--- src/verilog/adpcma_pkg.sv ---
// Shared widths, tables and the slot tag of the six-channel ADPCM-A engine.
// Step and gain tables follow the YM2610 ADPCM-A arithmetic.
package adpcma_pkg;

    localparam int NUM_CH     = 6;
    localparam int ADDR_W     = 20;  // ROM byte address
    localparam int REG_ADDR_W = 12;  // start/end registers hold the upper bits
    localparam int PAGE_W     = ADDR_W - REG_ADDR_W;
    localparam int SMP_W      = 12;
    localparam int OUT_W      = 16;
    localparam int ACC_W      = OUT_W + 3;  // room for six full-scale channels
    localparam int ATTEN_W    = 7;
    localparam int STEP_W     = 11;
    localparam int STEP_IDX_W = 6;
    localparam int STEP_LAST  = 48;
    localparam int GAIN_SHIFT = 4;  // fixed shift on top of the 6 dB steps

    localparam int SMP_MAX = 2 ** (SMP_W - 1) - 1;
    localparam int SMP_MIN = -(2 ** (SMP_W - 1));
    localparam int OUT_MAX = 2 ** (OUT_W - 1) - 1;
    localparam int OUT_MIN = -(2 ** (OUT_W - 1));

    typedef logic [2:0] slot_t;

    localparam slot_t LAST_SLOT = slot_t'(NUM_CH - 1);

    localparam logic [STEP_W-1:0] STEP_TABLE [0:STEP_LAST] = '{
        11'd16,   11'd17,   11'd19,   11'd21,   11'd23,   11'd25,   11'd28,
        11'd31,   11'd34,   11'd37,   11'd41,   11'd45,   11'd50,   11'd55,
        11'd60,   11'd66,   11'd73,   11'd80,   11'd88,   11'd97,   11'd107,
        11'd118,  11'd130,  11'd143,  11'd157,  11'd173,  11'd190,  11'd209,
        11'd230,  11'd253,  11'd279,  11'd307,  11'd337,  11'd371,  11'd408,
        11'd449,  11'd494,  11'd544,  11'd598,  11'd658,  11'd724,  11'd796,
        11'd876,  11'd963,  11'd1060, 11'd1166, 11'd1282, 11'd1411, 11'd1552
    };

    // index step per nibble magnitude
    localparam logic signed [4:0] INDEX_ADJ [0:7] = '{
        -5'sd1, -5'sd1, -5'sd1, -5'sd1, 5'sd2, 5'sd5, 5'sd7, 5'sd9
    };

    // 0.75 dB per entry, eight entries span one 6 dB shift
    localparam logic [7:0] GAIN_MANT [0:7] = '{
        8'd255, 8'd234, 8'd215, 8'd197, 8'd181, 8'd166, 8'd152, 8'd139
    };

endpackage

--- src/verilog/adpcma_slot_if.sv ---
// One decoded sample per slot, from the decoder to the mixer.
// valid is a single clk pulse following the decoding cen.
`timescale 1ns/1ps

interface adpcma_slot_if;
    import adpcma_pkg::*;

    logic                    valid;   // fresh sample strobe
    slot_t                   slot;    // channel tag
    logic signed [SMP_W-1:0] sample;
    logic                    active;  // channel was keyed on

    modport dec (
        output valid,
        output slot,
        output sample,
        output active
    );

    modport mix (
        input valid,
        input slot,
        input sample,
        input active
    );

endinterface
--- src/verilog/adpcma_addr_gen.sv ---
// Slot counter and six interleaved ROM address counters.
// Key commands take effect on any clk; writes with ch above 5 are ignored.
`timescale 1ns/1ps

module adpcma_addr_gen (
    input  logic                                clk,
    input  logic                                rst_n,
    input  logic                                cen,
    input  adpcma_pkg::slot_t                   ch,
    input  logic [adpcma_pkg::REG_ADDR_W-1:0]   addr_in,
    input  logic                                we_start,
    input  logic                                we_end,
    input  logic [7:0]                          aon_cmd,
    input  logic                                we_aon,
    output logic [adpcma_pkg::ADDR_W-1:0]       addr,
    output logic                                roe_n,
    output adpcma_pkg::slot_t                   slot,
    output logic                                nibble_sel,
    output logic                                ch_active,
    output logic [adpcma_pkg::NUM_CH-1:0]       key_on_pulse
);
    import adpcma_pkg::*;

    logic [REG_ADDR_W-1:0] start_r [NUM_CH];
    logic [REG_ADDR_W-1:0] end_r   [NUM_CH];
    logic [ADDR_W-1:0]     cnt     [NUM_CH];
    logic [NUM_CH-1:0]     sel;         // 0 = upper nibble next
    logic [NUM_CH-1:0]     active;
    logic [NUM_CH-1:0]     key_mask;
    logic [NUM_CH-1:0]     key_off;
    slot_t                 slot_cnt;

    assign key_mask     = aon_cmd[NUM_CH-1:0] & {NUM_CH{we_aon}};
    assign key_on_pulse = key_mask & {NUM_CH{~aon_cmd[7]}};
    assign key_off      = key_mask & {NUM_CH{aon_cmd[7]}};

    always_ff @(posedge clk) begin
        if (we_start && ch <= LAST_SLOT) begin
            start_r[ch] <= addr_in;
        end
        if (we_end && ch <= LAST_SLOT) begin
            end_r[ch] <= addr_in;
        end
    end

    // only the channel of the current slot moves
    always_ff @(posedge clk or negedge rst_n) begin
        if (!rst_n) begin
            sel    <= '0;
            active <= '0;
            for (int i = 0; i < NUM_CH; i++) begin
                cnt[i] <= '0;
            end
        end else begin
            for (int i = 0; i < NUM_CH; i++) begin
                if (key_on_pulse[i]) begin
                    cnt[i]    <= {start_r[i], {PAGE_W{1'b0}}};
                    sel[i]    <= 1'b0;
                    active[i] <= 1'b1;
                end else if (key_off[i]) begin
                    active[i] <= 1'b0;
                end else if (cen && active[i] && slot_cnt == slot_t'(i)) begin
                    sel[i] <= ~sel[i];
                    if (sel[i]) begin  // lower nibble done, move on
                        if (cnt[i] == {end_r[i], {PAGE_W{1'b1}}}) begin
                            active[i] <= 1'b0;
                        end else begin
                            cnt[i] <= cnt[i] + 1'b1;
                        end
                    end
                end
            end
        end
    end

    always_ff @(posedge clk or negedge rst_n) begin
        if (!rst_n) begin
            slot_cnt   <= '0;
            addr       <= '0;
            roe_n      <= 1'b1;
            slot       <= '0;
            nibble_sel <= 1'b0;
            ch_active  <= 1'b0;
        end else if (cen) begin
            slot_cnt   <= (slot_cnt == LAST_SLOT) ? '0 : slot_cnt + 1'b1;
            addr       <= cnt[slot_cnt];
            slot       <= slot_cnt;
            nibble_sel <= sel[slot_cnt];
            ch_active  <= active[slot_cnt] && !key_mask[slot_cnt];
            roe_n      <= !(active[slot_cnt] && !key_mask[slot_cnt]);
        end else if (key_mask[slot]) begin  // drop the byte in flight
            ch_active <= 1'b0;
            roe_n     <= 1'b1;
        end
    end

endmodule

--- src/verilog/adpcma_decoder.sv ---
// Time-multiplexed ADPCM-A nibble decoder, one channel state per slot.
// datain must be stable at the cen after the address was issued.
`timescale 1ns/1ps

module adpcma_decoder (
    input  logic                           clk,
    input  logic                           rst_n,
    input  logic                           cen,
    input  logic [7:0]                     datain,
    input  adpcma_pkg::slot_t              slot,
    input  logic                           nibble_sel,
    input  logic                           ch_active,
    input  logic [adpcma_pkg::NUM_CH-1:0]  key_on_pulse,
    adpcma_slot_if.dec                     smp
);
    import adpcma_pkg::*;

    logic signed [SMP_W-1:0]   sig_r [NUM_CH];
    logic [STEP_IDX_W-1:0]     idx_r [NUM_CH];
    logic [3:0]                nib;
    logic [STEP_W-1:0]         step;
    logic [STEP_W+3:0]         diff_full;
    logic [SMP_W-1:0]          diff;
    logic signed [SMP_W+1:0]   sig_ext;
    logic signed [SMP_W+1:0]   diff_ext;
    logic signed [SMP_W+1:0]   sum;
    logic signed [SMP_W-1:0]   sig_next;
    logic signed [STEP_IDX_W+1:0] idx_sum;
    logic [STEP_IDX_W-1:0]     idx_next;

    always_comb begin
        nib       = nibble_sel ? datain[3:0] : datain[7:4];  // upper nibble first
        step      = STEP_TABLE[idx_r[slot]];
        diff_full = {nib[2:0], 1'b1} * step;  // (2*mag+1)*step
        diff      = diff_full[STEP_W+3:3];
        sig_ext   = sig_r[slot];
        diff_ext  = {2'b00, diff};
        sum       = nib[3] ? sig_ext - diff_ext : sig_ext + diff_ext;
        if (sum > SMP_MAX) begin
            sig_next = SMP_W'(SMP_MAX);
        end else if (sum < SMP_MIN) begin
            sig_next = SMP_W'(SMP_MIN);
        end else begin
            sig_next = sum[SMP_W-1:0];
        end
        idx_sum = $signed({2'b00, idx_r[slot]}) + INDEX_ADJ[nib[2:0]];
        if (idx_sum < 0) begin
            idx_next = '0;
        end else if (idx_sum > STEP_LAST) begin
            idx_next = STEP_IDX_W'(STEP_LAST);
        end else begin
            idx_next = idx_sum[STEP_IDX_W-1:0];
        end
    end

    // key-on wins over a decode of the same channel
    always_ff @(posedge clk or negedge rst_n) begin
        if (!rst_n) begin
            for (int i = 0; i < NUM_CH; i++) begin
                sig_r[i] <= '0;
                idx_r[i] <= '0;
            end
        end else begin
            for (int i = 0; i < NUM_CH; i++) begin
                if (key_on_pulse[i]) begin
                    sig_r[i] <= '0;
                    idx_r[i] <= '0;
                end else if (cen && ch_active && slot == slot_t'(i)) begin
                    sig_r[i] <= sig_next;
                    idx_r[i] <= idx_next;
                end
            end
        end
    end

    always_ff @(posedge clk or negedge rst_n) begin
        if (!rst_n) begin
            smp.valid  <= 1'b0;
            smp.slot   <= '0;
            smp.sample <= '0;
            smp.active <= 1'b0;
        end else begin
            smp.valid <= cen;
            if (cen) begin
                smp.slot   <= slot;
                smp.active <= ch_active;
                smp.sample <= ch_active ? sig_next : '0;  // silent when off
            end
        end
    end

endmodule

--- src/verilog/adpcma_drv.sv ---
// Six-channel ADPCM-A playback engine, one channel slot per cen.
// The ROM must answer addr on datain within one cen period.
`timescale 1ns/1ps

module adpcma_drv (
    input  logic                                clk,
    input  logic                                rst_n,
    input  logic                                cen,
    input  adpcma_pkg::slot_t                   ch,
    input  logic [adpcma_pkg::REG_ADDR_W-1:0]   addr_in,
    input  logic                                we_start,
    input  logic                                we_end,
    input  logic [7:0]                          lracl_in,
    input  logic                                we_lracl,
    input  logic [5:0]                          atl,
    input  logic [7:0]                          aon_cmd,
    input  logic                                we_aon,
    input  logic [7:0]                          datain,
    output logic [adpcma_pkg::ADDR_W-1:0]       addr,
    output logic                                roe_n,
    output logic signed [adpcma_pkg::OUT_W-1:0] pcm_l,
    output logic signed [adpcma_pkg::OUT_W-1:0] pcm_r,
    output logic                                frame_done
);
    import adpcma_pkg::*;

    slot_t               slot;
    slot_t               mix_slot;
    logic                nibble_sel;
    logic                ch_active;
    logic [NUM_CH-1:0]   key_on_pulse;
    logic [ATTEN_W-1:0]  atten;
    logic                left_en;
    logic                right_en;

    adpcma_slot_if u_smp ();

    adpcma_addr_gen u_addr_gen (
        .clk          (clk),
        .rst_n        (rst_n),
        .cen          (cen),
        .ch           (ch),
        .addr_in      (addr_in),
        .we_start     (we_start),
        .we_end       (we_end),
        .aon_cmd      (aon_cmd),
        .we_aon       (we_aon),
        .addr         (addr),
        .roe_n        (roe_n),
        .slot         (slot),
        .nibble_sel   (nibble_sel),
        .ch_active    (ch_active),
        .key_on_pulse (key_on_pulse)
    );

    adpcma_decoder u_decoder (
        .clk          (clk),
        .rst_n        (rst_n),
        .cen          (cen),
        .datain       (datain),
        .slot         (slot),
        .nibble_sel   (nibble_sel),
        .ch_active    (ch_active),
        .key_on_pulse (key_on_pulse),
        .smp          (u_smp)
    );

    adpcma_level_regs u_level_regs (
        .clk      (clk),
        .rst_n    (rst_n),
        .ch       (ch),
        .lracl_in (lracl_in),
        .we_lracl (we_lracl),
        .atl      (atl),
        .mix_slot (mix_slot),
        .atten    (atten),
        .left_en  (left_en),
        .right_en (right_en)
    );

    adpcma_mixer u_mixer (
        .clk        (clk),
        .rst_n      (rst_n),
        .cen        (cen),
        .atten      (atten),
        .left_en    (left_en),
        .right_en   (right_en),
        .smp        (u_smp),
        .mix_slot   (mix_slot),
        .pcm_l      (pcm_l),
        .pcm_r      (pcm_r),
        .frame_done (frame_done)
    );

endmodule

--- src/verilog/adpcma_level_regs.sv ---
// Per-channel level and pan registers plus the live total level.
// Lookup is combinational on the slot the mixer is about to add.
`timescale 1ns/1ps

module adpcma_level_regs (
    input  logic                              clk,
    input  logic                              rst_n,
    input  adpcma_pkg::slot_t                 ch,
    input  logic [7:0]                        lracl_in,
    input  logic                              we_lracl,
    input  logic [5:0]                        atl,
    input  adpcma_pkg::slot_t                 mix_slot,
    output logic [adpcma_pkg::ATTEN_W-1:0]    atten,
    output logic                              left_en,
    output logic                              right_en
);
    import adpcma_pkg::*;

    logic [1:0] pan_r   [NUM_CH];  // {left, right}
    logic [4:0] level_r [NUM_CH];
    logic [4:0] level;

    always_ff @(posedge clk or negedge rst_n) begin
        if (!rst_n) begin
            for (int i = 0; i < NUM_CH; i++) begin
                pan_r[i]   <= '0;
                level_r[i] <= '0;
            end
        end else if (we_lracl && ch <= LAST_SLOT) begin
            pan_r[ch]   <= lracl_in[7:6];
            level_r[ch] <= lracl_in[4:0];
        end
    end

    always_comb begin
        level    = level_r[mix_slot];
        // (63 - atl) + (31 - level)
        atten    = {1'b0, ~atl} + {2'b00, ~level};
        left_en  = pan_r[mix_slot][1];
        right_en = pan_r[mix_slot][0];
    end

endmodule

--- src/verilog/adpcma_mixer.sv ---
// Gain, pan and stereo accumulation of the six channel samples.
// Sums saturate once per frame, when the slot 5 contribution lands.
`timescale 1ns/1ps

module adpcma_mixer (
    input  logic                                clk,
    input  logic                                rst_n,
    input  logic                                cen,
    input  logic [adpcma_pkg::ATTEN_W-1:0]      atten,
    input  logic                                left_en,
    input  logic                                right_en,
    adpcma_slot_if.mix                          smp,
    output adpcma_pkg::slot_t                   mix_slot,
    output logic signed [adpcma_pkg::OUT_W-1:0] pcm_l,
    output logic signed [adpcma_pkg::OUT_W-1:0] pcm_r,
    output logic                                frame_done
);
    import adpcma_pkg::*;

    logic                    have_smp;  // sample waiting for its cen
    logic                    take;
    logic [7:0]              mant;
    logic [3:0]              shift;
    logic signed [SMP_W+8:0] prod;
    logic signed [SMP_W+8:0] scaled;
    logic signed [ACC_W-1:0] contrib_l, contrib_r;
    logic signed [ACC_W-1:0] sum_l, sum_r;
    logic signed [ACC_W-1:0] acc_l, acc_r;

    function automatic logic signed [OUT_W-1:0] sat(input logic signed [ACC_W-1:0] v);
        if (v > OUT_MAX) begin
            return OUT_W'(OUT_MAX);
        end else if (v < OUT_MIN) begin
            return OUT_W'(OUT_MIN);
        end
        return v[OUT_W-1:0];
    endfunction

    assign mix_slot = smp.slot;  // level bank looks up this slot
    assign take     = cen && (have_smp || smp.valid);

    always_comb begin
        mant      = GAIN_MANT[atten[2:0]];
        shift     = atten[ATTEN_W-1:3] + 4'(GAIN_SHIFT);
        prod      = smp.sample * $signed({1'b0, mant});
        scaled    = prod >>> shift;
        contrib_l = (smp.active && left_en) ? ACC_W'(scaled) : '0;
        contrib_r = (smp.active && right_en) ? ACC_W'(scaled) : '0;
        sum_l     = acc_l + contrib_l;
        sum_r     = acc_r + contrib_r;
    end

    always_ff @(posedge clk or negedge rst_n) begin
        if (!rst_n) begin
            have_smp   <= 1'b0;
            acc_l      <= '0;
            acc_r      <= '0;
            pcm_l      <= '0;
            pcm_r      <= '0;
            frame_done <= 1'b0;
        end else begin
            frame_done <= 1'b0;
            if (take) begin
                have_smp <= 1'b0;
                if (smp.slot == LAST_SLOT) begin  // close the frame
                    pcm_l      <= sat(sum_l);
                    pcm_r      <= sat(sum_r);
                    acc_l      <= '0;
                    acc_r      <= '0;
                    frame_done <= 1'b1;
                end else begin
                    acc_l <= sum_l;
                    acc_r <= sum_r;
                end
            end else if (smp.valid) begin
                have_smp <= 1'b1;
            end
        end
    end

endmodule

--- config.mk ---
export PLATFORM = sky130hd
export DESIGN_NAME = adpcma_drv
export DESIGN_NICKNAME = d
export VERILOG_FILES = /design/src/verilog/adpcma_pkg.sv /design/src/verilog/adpcma_slot_if.sv /design/src/verilog/adpcma_addr_gen.sv /design/src/verilog/adpcma_decoder.sv /design/src/verilog/adpcma_drv.sv /design/src/verilog/adpcma_level_regs.sv /design/src/verilog/adpcma_mixer.sv
export SDC_FILE = /design/constraint.sdc
export NUM_CORES = 2
export LEC_CHECK = 0
export BUFFER_PORTS_ARGS = -buffer_cell sky130_fd_sc_hd__buf_2
export CORE_ASPECT_RATIO = 1.4
export CORE_MARGIN = 2
export CORE_UTILIZATION = 50
export DETAILED_ROUTE_END_ITERATION = 7
export MAX_ROUTING_LAYER = met4
export PLACE_DENSITY = 0.66
export SYNTH_ARGS = -nofsm -noshare
export SYNTH_HDL_FRONTEND = slang
export SYNTH_HIERARCHICAL = 1
export SYNTH_SLANG_ARGS = --single-unit
--- constraint.sdc ---
create_clock -name clk -period 11.6 [get_ports clk]
set_clock_uncertainty 0.1 [all_clocks]
set_input_delay 1.16 -clock clk [delete_from_list [all_inputs] [get_ports clk]]
set_output_delay 1.16 -clock clk [all_outputs]
set_load 0.02 [all_outputs]
=== Yosys cells after proc, flatten, opt, wreduce, memory -nomap -nowiden ===
Memory sizes are Yosys's and may differ from the RTL's.
Cells that the tools add are included.
Widths: inputs -> output; s select.

* Register bits: 400
* Bits in writable memories: 144
* Memory bits (read-only): 808
* Bits of input ports: 52
* Memories kept: 5

* Add/sub/neg operators: 14
* Multipliers: 2
* Magnitude comparators: 19
* Eq/ne operators: 29
* Shift operators: 1
* Muxes and demuxes: 175
* Bitwise logic cells: 19
* Reduce and logical (&&, ||, !) cells: 89

{| class="wikitable"
|+ Memories
! name !! words !! width !! rd ports !! clocked after memory_dff !! write ports !! RTL line !! source
|-
| (no name shown) || 64 || 11 || 1 || 0 || 0 || adpcma_decoder.sv:33 || <nowiki>step = STEP_TABLE[idx_r[slot]];</nowiki>
|-
| u_addr_gen.end_r || 6 || 12 || 6 || 0 || 1 || adpcma_addr_gen.sv:25 || <nowiki>logic [REG_ADDR_W-1:0] end_r [NUM_CH];</nowiki>
|-
| u_addr_gen.start_r || 6 || 12 || 6 || 0 || 1 || adpcma_addr_gen.sv:24 || <nowiki>logic [REG_ADDR_W-1:0] start_r [NUM_CH];</nowiki>
|-
| (no name shown) || 8 || 8 || 1 || 0 || 0 || adpcma_mixer.sv:43 || <nowiki>mant = GAIN_MANT[atten[2:0]];</nowiki>
|-
| (no name shown) || 8 || 5 || 1 || 0 || 0 || adpcma_decoder.sv:46 || <nowiki>idx_sum = $signed({2'b00, idx_r[slot]}) + INDEX_ADJ[nib[2:0]];</nowiki>
|}

{| class="wikitable"
|+ Operator list
! cell !! count
|-
| $mux 20 || 32
|-
| $mux 12 || 17
|-
| $add 20x1->20 const B || 6
|-
| $eq 20x20->1 || 6
|-
| $mux 16 || 6
|-
| $mux 6 || 16
|-
| $mux 19 || 4
|-
| $mux 1 || 72
|-
| $bmux 20 s3 || 1
|-
| $reduce_bool 3->1 || 18
|-
| $reduce_bool 2->1 || 20
|-
| $add 19x19->19 || 2
|-
| $gt 19x16->1 const B || 2
|-
| $lt 19x16->1 const B || 2
|-
| $bmux 12 s3 || 1
|-
| $bwmux 30 || 1
|-
| $logic_and 1x1->1 || 27
|-
| $mux 5 || 5
|-
| $ge 4x4->1 const B || 6
|-
| $ne 2x2->1 const B || 12
|-
| $not 3->4 || 6
|-
| $reduce_and 4->1 || 6
|-
| $mux 11 || 2
|-
| $mul 12x9->21 || 1
|-
| 41 further kinds || 77
|}

=== Logic depth before layout (Yosys ltp) ===
* Depth after elaboration: 20
* Gate-level depth with buffers: 50
* Depth with buffers taken out: 42

=== Hierarchy ===
The synthesis kept the hierarchy.

{| class="wikitable"
|+ By module, submodules not included
! module !! times used !! cells each !! area an instance (µm²)
|-
| adpcma_addr_gen || 1 || 1,257 || 14,667.8
|-
| adpcma_mixer || 1 || 1,119 || 9,567.9
|-
| adpcma_decoder || 1 || 1,111 || 9,437.8
|-
| adpcma_level_regs || 1 || 155 || 2,180.8
|}

=== Worst setup path after synthesis ===
No wires, ideal clock.

* Path type: input -> register
* From: in atl[0]
* To: reg u_mixer/pcm_r[5] (netlist name)
* Setup time: 65 ps
* Arrival: 10,141 ps
* Slack: 1,294 ps
* Stages on the path: 41
* Buffers on the path: 4
* Cell sequence: inv_1 -> ha_1 -> inv_1 -> fa_1 -> inv_1 -> clkbuf_1 -> inv_1 -> ha_1 -> nand2_1 -> o21ai_0 -> clkbuf_1 -> nand2_1 -> fa_1 -> inv_1 -> fa_1 -> inv_1 -> fa_1 -> fa_1 -> [... 5 more ...] -> o22a_1 -> and2_1 -> mux2i_2 -> mux2i_1 -> mux4_2 -> and3_1 -> ha_1 -> nand3_1 -> o211ai_1 -> a41o_1 -> a221o_1 -> o31ai_4 -> a211oi_2 -> or3_1 -> buf_2 -> buf_4 -> a21oi_1 -> o22a_1

* Word-level cells in the longest chain between the ends: 16
* Elaborated cells between the ends (all ways): 19

{| class="wikitable"
|+ RTL lines
! item !! RTL line !! source
|-
| start, declared || adpcma_drv.sv:15 || <nowiki>input logic [5:0] atl,</nowiki>
|-
| $not 6->6 (*) || adpcma_level_regs.sv:38 || <nowiki>atten = {1'b0, ~atl} + {2'b00, ~level};</nowiki>
|-
| $add 6x5->7 (*) || adpcma_level_regs.sv:38 ||
|-
| named net atten[1] || adpcma_drv.sv:32 || <nowiki>logic [ATTEN_W-1:0] atten;</nowiki>
|-
| $not 3->4 (not written as such) (*) || adpcma_mixer.sv:43 ||
|-
| $mem_v2 8x8 (*) || - ||
|-
| $mux 8 (not written as such) (*) (2 in series) || adpcma_mixer.sv:43 ||
|-
| $mul 12x9->21 (*) || adpcma_mixer.sv:45 || <nowiki>prod = smp.sample * $signed({1'b0, mant});</nowiki>
|-
| $sshr 21x4->19 (*) || adpcma_mixer.sv:46 || <nowiki>scaled = prod >>> shift;</nowiki>
|-
| $mux 19 (*) || adpcma_mixer.sv:48 || <nowiki>contrib_r = (smp.active && right_en) ? ACC_W'(scaled) : '0;</nowiki>
|-
| $add 19x19->19 (*) || adpcma_mixer.sv:50 || <nowiki>sum_r = acc_r + contrib_r;</nowiki>
|-
| $lt 19x16->1 || adpcma_mixer.sv:33 || <nowiki>end else if (v < OUT_MIN) begin</nowiki>
|-
| $mux 1 || adpcma_mixer.sv:33 ||
|-
| $mux 1 || adpcma_mixer.sv:31 || <nowiki>if (v > OUT_MAX) begin</nowiki>
|-
| $mux 1 || adpcma_mixer.sv:65 || <nowiki>if (smp.slot == LAST_SLOT) begin</nowiki>
|-
| $mux 1 || adpcma_mixer.sv:63 || <nowiki>if (take) begin</nowiki>
|-
| $mux 16 (*) || adpcma_mixer.sv:36 || <nowiki>return v[OUT_W-1:0];</nowiki>
|-
| end signal, assigned || adpcma_mixer.sv:67 || <nowiki>pcm_r <= sat(sum_r);</nowiki>
|-
| end, declared || adpcma_mixer.sv:15 || <nowiki>output logic signed [adpcma_pkg::OUT_W-1:0] pcm_r,</nowiki>
|}

Mark *: on every way through the listed nets, which the timed path passes. The rest lies on a longest branch. The select of a mux whose other input is x is not followed.
A chain may end at the register's enable or synchronous reset.

=== Worst setup path after layout ===
* From: reg u_decoder.smp.slot[0]
* To: reg u_mixer/pcm_r[0] (netlist name)

* Word-level cells in the longest chain between the ends: 20
* Elaborated cells between the ends (all ways): 29

{| class="wikitable"
|+ RTL lines
! item !! RTL line !! source
|-
| start, declared || adpcma_slot_if.sv:15 || <nowiki>output slot,</nowiki>
|-
| $not 3->4 (not written as such) (*) || adpcma_level_regs.sv:36 || <nowiki>level = level_r[mix_slot];</nowiki>
|-
| $bmux 5 s3 (*) || adpcma_level_regs.sv:36 ||
|-
| $mux 5 (not written as such) (*) (2 in series) || adpcma_level_regs.sv:36 ||
|-
| $not 5->5 (*) || adpcma_level_regs.sv:38 ||
|-
| $add 6x5->7 (*) || adpcma_level_regs.sv:38 ||
|-
| named net atten[2] || adpcma_drv.sv:32 ||
|-
| $not 3->4 (not written as such) (*) || adpcma_mixer.sv:43 ||
|-
| $mem_v2 8x8 (*) || - ||
|-
| [... 4 more ...] || - ||
|-
| $mux 19 (*) || adpcma_mixer.sv:48 ||
|-
| $add 19x19->19 (*) || adpcma_mixer.sv:50 ||
|-
| $lt 19x16->1 || adpcma_mixer.sv:33 ||
|-
| $mux 1 || adpcma_mixer.sv:33 ||
|-
| $mux 1 || adpcma_mixer.sv:31 ||
|-
| $mux 1 || adpcma_mixer.sv:65 ||
|-
| $mux 1 || adpcma_mixer.sv:63 ||
|-
| $mux 16 (*) || adpcma_mixer.sv:36 ||
|}

Marked as above.

==> impl_metrics.toml <==
[setup_path]
critPathArrivalTime_ns = 11.29
critical_path_class = "reg2reg"
rr_worst_depth = 36
crit_cells = 36
crit_fanout = 18
required_ns = 12.02
slowest_stage = "mux4_2"
critical_path.most_common_cell = "fa_1"
rr_startpoint = "u_decoder/smp.slot[0]"
critPathCaptureType = "flip-flop"
r2r_end = "u_mixer/pcm_r[0]"
start_kind = "flip-flop"
cpPeakStageDelay_ns = 0.54
crit_buf_inv = 5
crit_family = "compound AO/OA/AOI/OAI gates"
r2r_slack_ns = 0.73

[timing]
fin_setup_tns_ns = 0
finalCriticalPeriod_ns = 10.87
worstMarginPinSlew_ns = 1.194
rsz0062_at_grt = "no"
final-setup-viol-count = 0
fin_crit_sh_pct = 93.72
slew_violations = 0
slew_headroom_pct = 20.10
fmax_mhz = 91.98
finalHoldViolations = 0

[flow_run]
drv_cap = 0

[route]
via_per_inst = 5.910
dr_wl_met3_microns = 4093
ant_nets = 0
drt_iter0_drc = 1928
drc_errors = 0
top_layer = "met4"
wl_per_cell_microns = 20.29
first_pass_iters = 5
dr_total_vias = 27610
routed_wl_microns = 94790
dr_wl_met2_microns = 48930
met1_length_microns = 37520

[logic_synthesis]
synth-seq-cells = 544
yosysMostFrequentCell = "dfrtp_1"
syn_area_sq_mm = 0.03585
syn_avg_cell_area_sq_um = 9.845
syn_inst = 3642
synth_nets = 3933
synth_common_cells = "399 x dfrtp_1, 373 x nor2_1, 341 x nand2_1, 227 x inv_1, 201 x a21oi_1"
synth_area_leaders = "dfrtp_1 28%, edfxtp_1 12%, fa_1 5.6%"
synthFlopType = "dfrtp_1"
synth.distinct_cells = 114
yosysTopAreaCell = "dfrtp_1"
synth_edf_count = 144
synth_warnings = 6
async_flop_share_pct = 73.53
ys_seq_area_share_pct = 39.98
synth_top_area_share_pct = 27.85

[clocking]
cts.clk_slew.worst_paths_ns = 0.06
cts_inserted_buffers = 56
insertion_delay_ns = 0.65
cts_tree = "done"
cts.sinks = 544
cts_hold_buf = 0
cts_root_buffer = "clkbuf_16"
ctsLongestPathBuffers = 3
h-tree-depth = 2

[placement]
hpwl_microns = 69870
place_congestion = 0.9298
numPortBuffers = 103

[grt]
overflow = 0
grt.total_usage_pct = 26.48
grt_pass1_wl_microns = 150900
grt_pass1_vias = 27630
antenna_found_initial = 3
grt_max_degree = 138

[run_status]
status = "finished clean"

[layout]
fill_cells = 6413
area_growth_pct = 9.202
final_nets = 3969
drive_gt1_share_pct = 12.62

[floorplanning]
core.rowCount = 116
io-pin-count = 106
core_sq_mm = 0.07126
die_w_microns = 230.3
die-area_sq_mm = 0.07390
start_util_pct = 50.31
die_h_microns = 320.8

[hold_path]
whs_path_depth = 2
worstHoldStart = "u_addr_gen/start_r[2][7]"
hold_path_class = "reg2reg"
whs_endpoint = "u_addr_gen/cnt[75]"
## how the worst max path moves through the flow
stage                          startpoint               end  slack [ns]
floorplan                          atl[0]  u_mixer/pcm_r[5]        1.29
global placement    u_decoder/smp.slot[0]  u_mixer/pcm_r[8]        0.54
detailed placement  u_decoder/smp.slot[0]  u_mixer/pcm_r[0]        0.38
CTS                 u_decoder/smp.slot[0]  u_mixer/pcm_r[8]        0.39
global route        u_decoder/smp.slot[1]  u_mixer/pcm_r[0]        0.08
finish              u_decoder/smp.slot[0]  u_mixer/pcm_r[0]        0.73
## repair_timing
item                                    CTS  global route
buffers inserted                          0             0
resized for setup                         0             5
endpoints found under the setup margin    0            33
## logic make-up (layout without fill, tap and decap cells)
| kind of cell | after synthesis | in the layout | synth area share, % |
|---|---|---|---|
| other cells | 0 | 3 | 0 |
| flops | 544 | 544 | 39.98 |
| compound gates | 835 | 835 | 15.68 |
| mux | 185 | 185 | 7.039 |
| simple gates | 1178 | 1178 | 16.04 |
| fa+ha+maj | 239 | 239 | 10.46 |
| xor+xnor | 253 | 253 | 6.222 |
| buf+inv | 408 | 491 | 4.585 |
## cells in the final DEF (no fill, tap or decap), drive strengths merged, types with 24 or more instances in the layout
cell type | netlist | routed
dfrtp | 399 | 399
nor2 | 379 | 379
nand2 | 344 | 344
inv | 228 | 230
a21oi | 204 | 204
o21ai | 194 | 194
xnor2 | 159 | 159
buf | 50 | 154
edfxtp | 144 | 144
ha | 138 | 138
fa | 101 | 101
xor2 | 94 | 94
nand3 | 88 | 88
a211oi | 85 | 85
mux2 | 82 | 82
clkbuf | 126 | 77
nor3 | 63 | 63
mux2i | 59 | 59
nand4 | 54 | 54
nor2b | 47 | 47
mux4 | 44 | 44
o211ai | 39 | 39
a22o | 39 | 39
and2 | 34 | 34
and3 | 33 | 33
o22ai | 32 | 32
a21o | 30 | 30
nand2b | 29 | 29
nor4 | 26 | 26
a22oi | 25 | 25
o22a | 24 | 24
clkinv | 4 | 24
## final cells by class
type / instances / area, sq um / share of cell area [%]
clock inverters: 28 / 294.0 / 0.7510
inverters: 232 / 870.8 / 2.224
multi-input cells: 2690 / 19950 / 50.95
diodes: 3 / 7.507 / 0.01917
well taps: 944 / 1181 / 3.017
flip-flops and latches: 544 / 14340 / 36.63
clock buffers: 77 / 1590 / 4.062
repair buffers: 154 / 920.9 / 2.352
## layer usage
| metal | global-route usage (%) | up-vias |
|---|---|---|
| met5 | - | - |
| met2 | 46.62 | 726 |
| li1 | - | 13030 |
| met1 | 30.39 | 13640 |
| met4 | 11.28 | 0 |
| met3 | 3.271 | 214 |
## state kept, by name (all words and copies together) (netlist names), 19 cells and up
register              cells
u_addr_gen/cnt          120
u_addr_gen/end_r         72
u_addr_gen/start_r       72
u_decoder/sig_r          72
u_decoder/idx_r          36
u_level_regs/level_r     30
u_addr_gen/addr          20
u_mixer/acc_l            19
u_mixer/acc_r            19
## through the flow
stage	cell area, sq um	std cells	utilization, %	worst slack (ns)	hold slack [ns]
after floorplan	35850	3642	-	1.294	0.3260
after global placement	37240	4564	52.26	0.5359	0.3307
after detailed placement	37240	4564	52.26	0.3810	0.3388
after CTS	39120	4669	54.90	0.3875	0.3471
after global routing	39150	4672	54.94	0.07631	0.3671
final	39150	4672	54.94	0.7284	0.3475
## worst register-to-register path: cells and delay by family (launching register included)
family                     cells  cell delay (ns)
DFF                            1             0.52
AOI/OAI and AO/OA             13             3.52
buffers and inverters          5             0.62
and+or+nand+nor                4             0.97
adders and majority gates      8             3.22
muxes                          4             1.29
xor gates and xnor gates       2             0.55
Power is not shown: default switching activity piles up to over one toggle a cycle in this logic, so the estimate is an artifact.
